File: src/source/cpuCore_macros.svh
`ifndef CPU_CORE_MACROS_SVH
`define CPU_CORE_MACROS_SVH

// Data path and address width
`define XLEN 32

// Register file geometry
`define REG_ADDR_W 5
`define REG_COUNT 32

// Data memory depth in words
`define DMEM_WORDS 256

// First fetch address after reset
`define RESET_PC 32'h0000_0000

`endif
File: src/source/isaPkg.sv
`include "cpuCore_macros.svh"

package isaPkg;

    typedef logic [`XLEN-1:0] wordT;
    typedef logic [`REG_ADDR_W-1:0] regIdxT;

    // Primary opcodes of the supported subset
    typedef enum logic [5:0] {
        opSpecial = 6'h00,
        opJ       = 6'h02,
        opBeq     = 6'h04,
        opBne     = 6'h05,
        opAddiu   = 6'h09,
        opOri     = 6'h0d,
        opLui     = 6'h0f,
        opLw      = 6'h23,
        opSw      = 6'h2b
    } opcodeT;

    // R-type function field
    typedef enum logic [5:0] {
        fnAddu = 6'h21,
        fnSubu = 6'h23,
        fnAnd  = 6'h24,
        fnOr   = 6'h25,
        fnSlt  = 6'h2a
    } functT;

    typedef enum logic [2:0] {
        aluAdd,
        aluSub,
        aluAnd,
        aluOr,
        aluSlt,
        aluLui
    } aluOpT;

endpackage

File: src/source/pipePkg.sv
package pipePkg;

    // Decoded control, travels with the instruction
    typedef struct packed {
        isaPkg::aluOpT  aluOp;
        logic           immAsB;
        isaPkg::wordT   imm;
        isaPkg::regIdxT dest;
        logic           regWrite;
        logic           load;
        logic           store;
        logic           branchEq;
        logic           branchNe;
        logic           jump;
        isaPkg::regIdxT src1;
        logic           src1Req;
        isaPkg::regIdxT src2;
        logic           src2Req;
    } ctrlT;

    typedef struct packed {
        logic         valid;
        ctrlT         ctrl;
        isaPkg::wordT pc;
        isaPkg::wordT opA;
        isaPkg::wordT opB;
    } execPayloadT;

    typedef struct packed {
        logic         valid;
        ctrlT         ctrl;
        isaPkg::wordT pc;
        isaPkg::wordT aluResult;
        isaPkg::wordT storeData;
    } memPayloadT;

    typedef struct packed {
        logic           valid;
        isaPkg::wordT   pc;
        isaPkg::regIdxT dest;
        logic           regWrite;
        isaPkg::wordT   result;
    } wbPayloadT;

endpackage

File: src/source/executeStage.sv
`timescale 1ns/1ps

module executeStage (
    input  pipePkg::execPayloadT execPayload,
    input  logic                 memFwdValid,
    input  isaPkg::regIdxT       memFwdReg,
    input  isaPkg::wordT         memFwdValue,
    input  logic                 wbFwdValid,
    input  isaPkg::regIdxT       wbFwdReg,
    input  isaPkg::wordT         wbFwdValue,
    output logic                 execFwdValid,
    output logic                 execFwdIsLoad,
    output isaPkg::regIdxT       execFwdReg,
    output isaPkg::wordT         execFwdValue,
    output pipePkg::memPayloadT  memPayload
);
    import isaPkg::*;

    regIdxT src1;
    regIdxT src2;
    wordT opA;
    wordT opB;
    wordT aluB;
    wordT result;

    assign src1 = execPayload.ctrl.src1Req ? execPayload.ctrl.src1 : '0;
    assign src2 = execPayload.ctrl.src2Req ? execPayload.ctrl.src2 : '0;

    operandForward fwdA (
        .srcReg(src1), .original(execPayload.opA),
        .memValid(memFwdValid), .memReg(memFwdReg), .memValue(memFwdValue),
        .wbValid(wbFwdValid), .wbReg(wbFwdReg), .wbValue(wbFwdValue),
        .value(opA)
    );

    operandForward fwdB (
        .srcReg(src2), .original(execPayload.opB),
        .memValid(memFwdValid), .memReg(memFwdReg), .memValue(memFwdValue),
        .wbValid(wbFwdValid), .wbReg(wbFwdReg), .wbValue(wbFwdValue),
        .value(opB)
    );

    assign aluB = execPayload.ctrl.immAsB ? execPayload.ctrl.imm : opB;

    always_comb begin
        case (execPayload.ctrl.aluOp)
            aluSub: result = opA - aluB;
            aluAnd: result = opA & aluB;
            aluOr: result = opA | aluB;
            aluSlt: result = wordT'($signed(opA) < $signed(aluB));
            aluLui: result = {aluB[15:0], 16'b0};
            default: result = opA + aluB;
        endcase
    end

    // A load in flight only signals the hazard
    assign execFwdValid = execPayload.valid && execPayload.ctrl.regWrite
                          && !execPayload.ctrl.load;
    assign execFwdIsLoad = execPayload.valid && execPayload.ctrl.load;
    assign execFwdReg = execPayload.ctrl.dest;
    assign execFwdValue = result;

    always_comb begin
        memPayload.valid = execPayload.valid;
        memPayload.ctrl = execPayload.ctrl;
        memPayload.pc = execPayload.pc;
        memPayload.aluResult = result;
        memPayload.storeData = opB;
    end

endmodule

File: src/source/operandForward.sv
`timescale 1ns/1ps

module operandForward (
    input  isaPkg::regIdxT srcReg,
    input  isaPkg::wordT   original,
    input  logic           execValid = 1'b0,
    input  isaPkg::regIdxT execReg = '0,
    input  isaPkg::wordT   execValue = '0,
    input  logic           memValid,
    input  isaPkg::regIdxT memReg,
    input  isaPkg::wordT   memValue,
    input  logic           wbValid,
    input  isaPkg::regIdxT wbReg,
    input  isaPkg::wordT   wbValue,
    output isaPkg::wordT   value
);

    // Nearest stage first, register 0 is never forwarded
    always_comb begin
        value = original;
        if (srcReg != '0) begin
            if (execValid && execReg == srcReg) begin
                value = execValue;
            end else if (memValid && memReg == srcReg) begin
                value = memValue;
            end else if (wbValid && wbReg == srcReg) begin
                value = wbValue;
            end
        end
    end

endmodule

File: config.mk
export PLATFORM = sky130hd
export DESIGN_NAME = executeStage
export DESIGN_NICKNAME = d
export VERILOG_FILES = /design/src/source/isaPkg.sv /design/src/source/pipePkg.sv /design/src/source/executeStage.sv /design/src/source/operandForward.sv
export VERILOG_INCLUDE_DIRS = /design/src /design/src/source
export SDC_FILE = /design/constraint.sdc
export NUM_CORES = 1
export LEC_CHECK = 0
export ABC_AREA = 1
export BUFFER_PORTS_ARGS = -buffer_cell sky130_fd_sc_hd__buf_4
export CAP_MARGIN = 20
export CORE_AREA = 2 2 165 167
export DETAILED_ROUTE_END_ITERATION = 7
export DIE_AREA = 0 0 167 169
export PLACE_DENSITY = 0.66
export SYNTH_ARGS = -nofsm -noshare
export SYNTH_HDL_FRONTEND = slang
export SYNTH_SLANG_ARGS = --single-unit
File: constraint.sdc
create_clock -name vclk -period 3.53
set_input_delay 0.353 -clock vclk [all_inputs]
set_output_delay 0.353 -clock vclk [all_outputs]
set_load 0.01 [all_outputs]
==> impl_metrics.yaml <==
placement:
  dp_hpwl_um: 45600
  gp_congestion: 1.04
  dp_slack_ps: -937
  placed_cells: 2886
  placed_cell_area_sq_mm: 0.0148
  io_buffers: 340
global_route:
  grt-ovfl-total: 0
  antenna_found_initial: 8
  grt_max_degree: 33
  grt_pass1_vias: 14600
  grt_first_pass_wirelength_um: 80800
  grt_usage_pct: 36.5
logic_synthesis:
  yosysSeqAreaShare_pct: 0
  ys_types: 45
  postSynthCellCount: 2004
  yosys_warnings: 0
  ys_top_cells_by_area: "nand2_1 22%, inv_1 14%, ha_1 12%"
  syn_area_sq_mm: 0.0100
  avgSynthCellArea_sq_um: 4.99
  syn-num-nets: 2334
  synth_largest_area_cell: "nand2_1"
  yosysMostFrequentCell: "nand2_1"
  synth_common_cells: "596 x nand2_1, 363 x inv_1, 213 x nor2_1"
  netlist.area_leader.share_pct: 22.4
routing:
  via_count: 15500
  wirelength_um: 56900
  drtIter0Drc: 1249
  viasPerCell: 5.22
  wl_per_cell_um: 19.1
  ant_nets: 0
  drc: 0
  dr.pass1.iters: 6
floorplan:
  core_area_sq_mm: 0.0265
  die_h_um: 169
  start_util_pct: 37.7
  rows: 60
  die-area_sq_mm: 0.0282
  io_pins: 427
  dieWidth_um: 167
critical_path:
  endpoint_kind: "primary output"
  setup.worst_path.end: "execFwdValue[16]"
  crit_type: "in2out"
  required_ps: 3180
  critPathLaunch: "execPayload[96]"
  critPathLaunchType: "input pin"
  worst-endpoint-arrival_ps: 3730
  cp_max_fo: 6
sta:
  setup_viol: 58
  fin_ws_ps: -551
  max-slew-margin-rel_pct: 49.5
  finalHoldViolCount: 0
  grt_setup_unrepaired: "true"
  worst_pin_slew_ps: 757
  setup_tns_ps: -20120
  min_period_ps: 4080
  final_max_slew_viol_count: 0
  max_clock_freq_mhz: 245
  period_share_pct: 116
pwr:
  powerDensity_mw_per_mm2: 234
  ir_worst_vdd_v: 0.000184
  p_leak_nw: 10.1
  total_power_mw: 4.26
layout:
  area_growth_pct: 82.1
  fin_area_sq_mm: 0.0182
  ff_latch_area_sq_um: 0
  finalNetCount: 2959
  fin_cells: 2976
  drive_above_1_share_pct: 51.7
  fillers: 2376
  n_clock_buffer: 0
  seq_cell_count: 0
run_status:
  violations: "negative setup slack"
  status: "finished, violations left"
min_path:
  min_path_type: "in2out"
clocking:
  ctsHoldBuffers: 0
job:
  cap_viol_max_count: 0
[area by class of cell]
type,instances,area [sq um],share of cell area [%]
timing repair buffer,827,6810,37.4
inverter,369,1420,7.81
antenna,8,20.0,0.110
multi-input combinational,1431,9530,52.3
tap,341,427,2.34
[how the worst min path moves through the flow]
stage | startpoint | end | slack (ps) | cells after the start
after floorplan | execPayload[112] | execFwdValid | 750 | 1
after global placement | execPayload[67] | memPayload[67] | 710 | 0
after detailed placement | execPayload[67] | memPayload[67] | 710 | 0
after CTS | execPayload[67] | memPayload[67] | 710 | 0
after global routing | execPayload[64] | memPayload[64] | 710 | 0
final | execPayload[109] | memPayload[109] | 710 | 0
[cell usage in the layout, fill, tap and decap left out, drive strengths merged, types with 4 or more instances in the layout]
cell and count:
or2 16, nand4 29, buf 822, o21ai 142, nand3b 8, clkbuf 5, nand2 602, o2111ai 9
ha 96, o21bai 13, clkinv 4, diode 8, xor2 14, inv 365, nor2 216, a21oi 123
nor3 17, nand3 126
[metrics by stage]
step | hold slack, ps | util (%)
after detailed placement | 706 | 55.9
final | 706 | 68.7
after global routing | 706 | 68.7
after CTS | 706 | 62.5
after global placement | 706 | 55.9
after floorplan | 754 | -
[power by group]
group	total [mW]	switching, mW	internal [mW]
registers	0	0	0
logic	4.26	2.27	1.99
clock network	0.000000304	0	0.000000304
[routing by layer]
metal / vias to the layer above / GRT usage (%) / wire length, um
met5: - / 0 / 0
met4: 0 / 18.7 / 4010
met3: 204 / 2.67 / 4320
met2: 868 / 63.3 / 26700
met1: 7119 / 45.3 / 21800
li1: 7335 / - / -
[logic make-up after synthesis]
family	synth area share [%]
buffers and inverters	27.3
XOR/XNOR	1.49
AND/OR/NAND/NOR	42.2
AO/OA/AOI/OAI	16.5
adder cells (fa/ha/maj)	12.4
[timing repair]
action                                  CTS  global route
gates cloned                              2             6
resized for setup                       404           350
buffers inserted                         35            43
pin swaps                                88           111
endpoints found under the setup margin   62            64
[worst max-delay path: stages]
cell and delay [ps]:
buf_12 120, nand2_4 70, buf_6 80, nand2_1 40, nand2_1 70, inv_1 50
nor2_2 130, nand3_4 150, buf_6 160, o21ai_0 170, nand2_1 140, nand2_2 120
nand2_2 70, nand2_2 90, ha_4 220, buf_8 140, buf_4 130, nor2_4 170
nand2_1 100, nor2_2 130, nand2_2 60, nand3_2 110, nand2_2 70, nand2_4 90
xnor2_2 80, nand2_1 60, nand3b_1 270, buf_4 260
Note: power is estimated with default switching activity, not from simulation.
