<file path="config.mk">
export PLATFORM = sky130hd
export DESIGN_NAME = fetchDecode
export DESIGN_NICKNAME = d
export VERILOG_FILES = /design/src/source/isaPkg.sv /design/src/source/pipePkg.sv /design/src/source/fetchDecode.sv /design/src/source/operandForward.sv /design/src/source/registerFile.sv /design/src/source/instructionDecoder.sv
export VERILOG_INCLUDE_DIRS = /design/src /design/src/source
export SDC_FILE = /design/constraint.sdc
export NUM_CORES = 2
export LEC_CHECK = 0
export ABC_AREA = 1
export BUFFER_PORTS_ARGS = -buffer_cell sky130_fd_sc_hd__buf_2
export CORE_MARGIN = 2
export CORE_UTILIZATION = 25
export DETAILED_ROUTE_END_ITERATION = 8
export PLACE_DENSITY = 0.4
export SYNTH_ARGS = -nofsm -noshare
export SYNTH_HDL_FRONTEND = slang
export SYNTH_HIERARCHICAL = 1
export SYNTH_SLANG_ARGS = --single-unit
</file>
<file path="constraint.sdc">
create_clock -name clk -period 4 [get_ports clk]
set_input_delay 0 -clock clk [delete_from_list [all_inputs] [get_ports clk]]
set_output_delay 0 -clock clk [all_outputs]
set_load 0.05 [all_outputs]
</file>
<file path="src/source/cpuCore_macros.svh">
`ifndef CPU_CORE_MACROS_SVH
`define CPU_CORE_MACROS_SVH

// Data path and address width
`define XLEN 32

// Register file geometry
`define REG_ADDR_W 5
`define REG_COUNT 32

// Data memory depth in words
`define DMEM_WORDS 256

// First fetch address after reset
`define RESET_PC 32'h0000_0000

`endif
</file>
<file path="src/source/isaPkg.sv">
`include "cpuCore_macros.svh"

package isaPkg;

    typedef logic [`XLEN-1:0] wordT;
    typedef logic [`REG_ADDR_W-1:0] regIdxT;

    // Primary opcodes of the supported subset
    typedef enum logic [5:0] {
        opSpecial = 6'h00,
        opJ       = 6'h02,
        opBeq     = 6'h04,
        opBne     = 6'h05,
        opAddiu   = 6'h09,
        opOri     = 6'h0d,
        opLui     = 6'h0f,
        opLw      = 6'h23,
        opSw      = 6'h2b
    } opcodeT;

    // R-type function field
    typedef enum logic [5:0] {
        fnAddu = 6'h21,
        fnSubu = 6'h23,
        fnAnd  = 6'h24,
        fnOr   = 6'h25,
        fnSlt  = 6'h2a
    } functT;

    typedef enum logic [2:0] {
        aluAdd,
        aluSub,
        aluAnd,
        aluOr,
        aluSlt,
        aluLui
    } aluOpT;

endpackage

</file>
<file path="src/source/pipePkg.sv">
package pipePkg;

    // Decoded control, travels with the instruction
    typedef struct packed {
        isaPkg::aluOpT  aluOp;
        logic           immAsB;
        isaPkg::wordT   imm;
        isaPkg::regIdxT dest;
        logic           regWrite;
        logic           load;
        logic           store;
        logic           branchEq;
        logic           branchNe;
        logic           jump;
        isaPkg::regIdxT src1;
        logic           src1Req;
        isaPkg::regIdxT src2;
        logic           src2Req;
    } ctrlT;

    typedef struct packed {
        logic         valid;
        ctrlT         ctrl;
        isaPkg::wordT pc;
        isaPkg::wordT opA;
        isaPkg::wordT opB;
    } execPayloadT;

    typedef struct packed {
        logic         valid;
        ctrlT         ctrl;
        isaPkg::wordT pc;
        isaPkg::wordT aluResult;
        isaPkg::wordT storeData;
    } memPayloadT;

    typedef struct packed {
        logic           valid;
        isaPkg::wordT   pc;
        isaPkg::regIdxT dest;
        logic           regWrite;
        isaPkg::wordT   result;
    } wbPayloadT;

endpackage

</file>
<file path="src/source/fetchDecode.sv">
`timescale 1ns/1ps
`include "cpuCore_macros.svh"

module fetchDecode (
    input  logic                 clk,
    input  logic                 reset,
    input  isaPkg::wordT         instr,
    output isaPkg::wordT         pc,
    input  logic                 execFwdValid,
    input  logic                 execFwdIsLoad,
    input  isaPkg::regIdxT       execFwdReg,
    input  isaPkg::wordT         execFwdValue,
    input  logic                 memFwdValid,
    input  isaPkg::regIdxT       memFwdReg,
    input  isaPkg::wordT         memFwdValue,
    input  logic                 wbFwdValid,
    input  isaPkg::regIdxT       wbFwdReg,
    input  isaPkg::wordT         wbFwdValue,
    output pipePkg::execPayloadT execPayload,
    output logic                 bubble
);
    import isaPkg::*;
    import pipePkg::*;

    wordT fdInstr;
    wordT fdPc;
    logic fdValid;
    ctrlT ctrl;
    regIdxT src1;
    regIdxT src2;
    wordT regData1;
    wordT regData2;
    wordT opA;
    wordT opB;
    logic stall;
    logic taken;
    wordT target;

    always_ff @(posedge clk) begin
        if (reset) begin
            pc <= `RESET_PC;
            fdValid <= 1'b0;
        end else if (!stall) begin
            pc <= taken ? target : pc + 32'd4;
            fdInstr <= instr;
            fdPc <= pc;
            fdValid <= 1'b1;
        end
    end

    instructionDecoder decoder (.instr(fdInstr), .ctrl(ctrl));

    // Unused source fields must not match anything
    assign src1 = ctrl.src1Req ? ctrl.src1 : '0;
    assign src2 = ctrl.src2Req ? ctrl.src2 : '0;

    registerFile regFile (
        .clk(clk), .reset(reset),
        .readReg1(src1), .readReg2(src2),
        .readData1(regData1), .readData2(regData2),
        .writeEnable(wbFwdValid), .writeReg(wbFwdReg), .writeData(wbFwdValue)
    );

    operandForward fwdA (
        .srcReg(src1), .original(regData1),
        .execValid(execFwdValid), .execReg(execFwdReg), .execValue(execFwdValue),
        .memValid(memFwdValid), .memReg(memFwdReg), .memValue(memFwdValue),
        .wbValid(wbFwdValid), .wbReg(wbFwdReg), .wbValue(wbFwdValue),
        .value(opA)
    );

    operandForward fwdB (
        .srcReg(src2), .original(regData2),
        .execValid(execFwdValid), .execReg(execFwdReg), .execValue(execFwdValue),
        .memValid(memFwdValid), .memReg(memFwdReg), .memValue(memFwdValue),
        .wbValid(wbFwdValid), .wbReg(wbFwdReg), .wbValue(wbFwdValue),
        .value(opB)
    );

    // Load result not ready until the memory stage
    assign stall = fdValid && execFwdIsLoad && execFwdReg != '0
                   && (execFwdReg == src1 || execFwdReg == src2);
    assign bubble = stall;

    assign taken = fdValid && !stall
                   && (ctrl.jump || (ctrl.branchEq && opA == opB)
                       || (ctrl.branchNe && opA != opB));
    assign target = ctrl.jump ? {fdPc[31:28], ctrl.imm[25:0], 2'b00}
                              : fdPc + 32'd4 + (ctrl.imm << 2);

    always_comb begin
        execPayload.valid = fdValid;
        execPayload.ctrl = ctrl;
        execPayload.pc = fdPc;
        execPayload.opA = opA;
        execPayload.opB = opB;
    end

endmodule

</file>
<file path="src/source/operandForward.sv">
`timescale 1ns/1ps

module operandForward (
    input  isaPkg::regIdxT srcReg,
    input  isaPkg::wordT   original,
    input  logic           execValid = 1'b0,
    input  isaPkg::regIdxT execReg = '0,
    input  isaPkg::wordT   execValue = '0,
    input  logic           memValid,
    input  isaPkg::regIdxT memReg,
    input  isaPkg::wordT   memValue,
    input  logic           wbValid,
    input  isaPkg::regIdxT wbReg,
    input  isaPkg::wordT   wbValue,
    output isaPkg::wordT   value
);

    // Nearest stage first, register 0 is never forwarded
    always_comb begin
        value = original;
        if (srcReg != '0) begin
            if (execValid && execReg == srcReg) begin
                value = execValue;
            end else if (memValid && memReg == srcReg) begin
                value = memValue;
            end else if (wbValid && wbReg == srcReg) begin
                value = wbValue;
            end
        end
    end

endmodule

</file>
<file path="src/source/registerFile.sv">
`timescale 1ns/1ps
`include "cpuCore_macros.svh"

module registerFile (
    input  logic           clk,
    input  logic           reset,
    input  isaPkg::regIdxT readReg1,
    input  isaPkg::regIdxT readReg2,
    output isaPkg::wordT   readData1,
    output isaPkg::wordT   readData2,
    input  logic           writeEnable,
    input  isaPkg::regIdxT writeReg,
    input  isaPkg::wordT   writeData
);
    import isaPkg::*;

    wordT regs [`REG_COUNT];

    always_ff @(posedge clk) begin
        if (reset) begin
            for (int i = 0; i < `REG_COUNT; i++) begin
                regs[i] <= '0;
            end
        end else if (writeEnable && writeReg != '0) begin
            regs[writeReg] <= writeData;
        end
    end

    // Old value on a same-cycle write, the bypass is done by forwarding
    assign readData1 = regs[readReg1];
    assign readData2 = regs[readReg2];

endmodule

</file>
<file path="src/source/instructionDecoder.sv">
`timescale 1ns/1ps

module instructionDecoder (
    input  isaPkg::wordT  instr,
    output pipePkg::ctrlT ctrl
);
    import isaPkg::*;

    wordT signImm;
    wordT zeroImm;

    assign signImm = {{16{instr[15]}}, instr[15:0]};
    assign zeroImm = {16'b0, instr[15:0]};

    always_comb begin
        // Anything not matched below stays a no-op
        ctrl = '0;
        ctrl.aluOp = aluAdd;
        ctrl.imm = signImm;
        ctrl.src1 = instr[25:21];
        ctrl.src2 = instr[20:16];
        case (instr[31:26])
            opSpecial: begin
                ctrl.dest = instr[15:11];
                ctrl.regWrite = 1'b1;
                ctrl.src1Req = 1'b1;
                ctrl.src2Req = 1'b1;
                case (instr[5:0])
                    fnAddu: ctrl.aluOp = aluAdd;
                    fnSubu: ctrl.aluOp = aluSub;
                    fnAnd: ctrl.aluOp = aluAnd;
                    fnOr: ctrl.aluOp = aluOr;
                    fnSlt: ctrl.aluOp = aluSlt;
                    default: begin
                        ctrl.dest = '0;
                        ctrl.regWrite = 1'b0;
                        ctrl.src1Req = 1'b0;
                        ctrl.src2Req = 1'b0;
                    end
                endcase
            end
            opAddiu, opOri, opLui, opLw: begin
                ctrl.dest = instr[20:16];
                ctrl.regWrite = 1'b1;
                ctrl.immAsB = 1'b1;
                ctrl.src1Req = (instr[31:26] != opLui);
                ctrl.load = (instr[31:26] == opLw);
                if (instr[31:26] == opOri) begin
                    ctrl.aluOp = aluOr;
                    ctrl.imm = zeroImm;
                end else if (instr[31:26] == opLui) begin
                    ctrl.aluOp = aluLui;
                    ctrl.imm = zeroImm;
                end
            end
            opSw: begin
                ctrl.store = 1'b1;
                ctrl.immAsB = 1'b1;
                ctrl.src1Req = 1'b1;
                ctrl.src2Req = 1'b1;
            end
            opBeq, opBne: begin
                ctrl.branchEq = (instr[31:26] == opBeq);
                ctrl.branchNe = (instr[31:26] == opBne);
                ctrl.src1Req = 1'b1;
                ctrl.src2Req = 1'b1;
            end
            opJ: begin
                ctrl.jump = 1'b1;
                ctrl.imm = {6'b0, instr[25:0]};
            end
            default: ;
        endcase
    end

endmodule

</file>
==> metrics.log <==
INFO  metric async_flop_share = 0%
INFO  metric yosysSeqAreaShare = 47.8%
INFO  metric grt_start_max_net_pins = 71
INFO  metric layout_setup_ws = -0.836 ns
INFO  metric io_buffer_count = 337
INFO  metric synth_seq_cells = 1121
INFO  metric critical_path_class = reg2reg
INFO  metric grt_antenna_before_repair = 12
INFO  metric wire_length_of_the_first_global_routing_pass = 498000 um
INFO  metric die_width = 532 um
INFO  metric timing_worst_slew_pin_value = 0.968 ns
INFO  metric cts.htree.levels = 4
INFO  metric start_util = 25.2%
INFO  metric boundaryPins = 338
INFO  metric clock.fmax = 207 MHz
INFO  metric maxSlewHeadroom = 35.0%
INFO  metric drt_iter0_drc = 7554
INFO  metric drv_slew = 0
INFO  metric worstPathMaxFanout = 16
INFO  metric area.growth.synth_to_final = 37.6%
INFO  metric grt_setup_unrepaired = true
INFO  metric drt_pre_antenna_iters = 6
INFO  metric synth_ff_type = edfxtp_1
INFO  metric route.antenna.remaining_nets = 0
INFO  metric grt_util_all_layers = 23.9%
INFO  metric avgSynthCellArea = 7.33 sq um
INFO  metric nets = 10699
INFO  metric endpoint_kind = flop
INFO  metric stdcell_area = 96000 sq um
INFO  metric fin_skew = 0.0332 ns
INFO  metric synth_area_leaders = edfxtp_1 47%, nand2_1 20%, nand3_1 12%, nor2_1 6.6%, buf_2 2.8%
INFO  metric clk_path_buf_depth = 3
INFO  metric post_place_setup_slack = -1.35 ns
INFO  metric worst_setup_hold_path_clk_slew = 0.06 ns
INFO  metric grt-ovfl-total = 0
INFO  metric setup.worst_path.start_class = flop
INFO  metric vdd_drop_max = 324 uV
INFO  metric critPathArrivalTime = 5.61 ns
INFO  metric yosysUniqueCellTypes = 46
INFO  metric total_leakage_power = 42.5 nW
INFO  metric final_min_period_over_clock_period = 121%
INFO  metric routed_wirelength = 361000 um
INFO  metric finalHoldViolCount = 0
INFO  metric failed_checks = setup timing
INFO  metric post-dp-hpwl = 235000 um
INFO  metric cts_sinks = 1121
INFO  metric worst-endpoint-required = 4.78 ns
INFO  metric routabilityCongestion = 0.909
INFO  metric postLayoutCoreUtil = 34.7%
INFO  metric yosysTopAreaCell = edfxtp_1
INFO  metric finalCriticalPeriod = 4.84 ns
INFO  metric ys_warn_count = 6
INFO  metric cts_buffers = 146
INFO  metric routed_wire_length_per_instance = 25.2 um
INFO  metric max_cap_violations = 0
INFO  metric clock_tree_from_tritoncts = yes
INFO  metric top_cell_by_count_worst_path = nand2_1
INFO  metric syn-instance-count = 9523
INFO  metric coreArea = 277000 sq um
INFO  metric whs = 0.0741 ns
INFO  metric pwr_density_cell = 368 nW/um^2
INFO  metric placed_area = 81800 sq um
INFO  metric critical_path_slowest_stage_cell = edfxtp_1
INFO  metric final_cell_mix = 3095 x nand2_1, 1500 x nand3_1, 1195 x nor2_1
INFO  metric run_status = finished with violations
INFO  metric clk-insertion-delay-late = 0.83 ns
INFO  metric final_common_cell = nand2_1
INFO  metric vias_per_cell = 5.01
INFO  metric cts_root_buf = clkbuf_16
INFO  metric setup_viol_count_final = 96
INFO  metric drc_errors = 0
INFO  metric cp_slowest_stage_delay = 0.43 ns
INFO  metric route.vias.total = 71725
INFO  metric post_route_cells_drive_above_1_share = 25.1%
INFO  metric synth_edf_count = 1088
INFO  metric die_h = 532 um
INFO  metric post_syn_area = 69800 sq um
INFO  metric grt_pass1_vias = 68164
INFO  metric die_area = 283000 sq um
INFO  metric setup_total_negative_slack = -39.71 ns
INFO  metric hp-class = in2reg
INFO  metric placementRows = 193
INFO  metric synthDominantCellAreaShare = 46.8%
layout make-up:
type | count | area (sq um)
Fill cell | 28662 | 181000
Multi-Input combinational cell | 7166 | 34500
Sequential cell | 1121 | 33300
Timing Repair Buffer | 1525 | 16600
Tap cell | 3705 | 4640
Clock buffer | 182 | 3910
Inverter | 526 | 2240
Clock inverter | 87 | 807
Timing Repair inverter | 5 | 93.8
Antenna cell | 5 | 12.5
stage by stage:
| step | power, mW | cells |
|---|---|---|
| floorplan | 17.7 | 9554 |
| global placement | 20.9 | 13688 |
| detailed placement | 20.8 | 13688 |
| CTS | 34.7 | 14201 |
| global route | 36.5 | 14322 |
| finish | 35.3 | 14322 |
per-layer routing:
layer	vias to the layer above	wire length [um]	global-route usage [%]	part of all wire, %
li1	32821	-	-	-
met1	35046	149000	31.0	41
met2	3189	170000	39.8	47
met3	669	23500	3.17	6.5
met4	0	18200	9.96	5.0
met5	-	0	0	0
state kept, by name, indices dropped and copies added, names as in the netlist:
register      count
regFile/regs   1024
fdInstr          32
pc               32
fdPc             32
fdValid           1
worst paths after layout:
check / end / cells past startpoint / slack [ns] / startpoint
max: pc[5] / 44 / -0.84 / fdInstr[31]
max reg2reg: pc[5] / 44 / -0.84 / fdInstr[31]
min: regFile/regs[31][0] / 4 / 0.07 / wbFwdValue[0]
min reg2reg: fdPc[1] / 0 / 0.49 / pc[1]
critical path: cells and delay by family, from the launching register on:
| family | cells | cell delay, ns |
|---|---|---|
| flops | 1 | 0.43 |
| simple gates | 31 | 2.71 |
| buf+inv | 12 | 1.53 |
| compound gates | 1 | 0.06 |
where the power goes:
group / switching, mW / internal (mW) / total, mW
Sequential: 0.414 / 13.5 / 13.9
Clock: 5.64 / 7.71 / 13.3
Combinational: 5.13 / 2.92 / 8.05
repair_timing:
| item | in CTS | in global routing |
|---|---|---|
| pin swaps | 66 | 323 |
| hold buffers | 100 | 0 |
| cloned | 32 | 46 |
| endpoints found under the setup margin | 97 | 97 |
| resized for setup | 504 | 869 |
| buffers inserted | 112 | 86 |
| endpoints found under the hold margin | 963 | 0 |
cell usage after synthesis, types with 26 or more instances:
cell,number
clkbuf_1,223
a21oi_1,105
inv_1,499
xnor2_1,32
xor2_1,26
o21ai_0,31
ha_1,58
nand4_1,89
dfxtp_1,33
nand3_1,1702
edfxtp_1,1088
nor2_1,1225
buf_4,66
buf_2,386
buf_6,45
nand2_1,3740
cell families (layout without fill, tap and decap cells):
group	after synthesis	in the layout	synth area share (%)
other	1	37	0.00537
buffers and inverters	1267	2325	8.36
AOI/OAI and AO/OA	163	163	1.25
and+or+nand+nor	6849	6849	40.7
muxes	5	5	0.0717
xor gates and xnor gates	58	58	0.728
adders and majority gates	59	59	1.07
DFF	1121	1121	47.8
No activity file was read; power rests on OpenSTA's default activity.
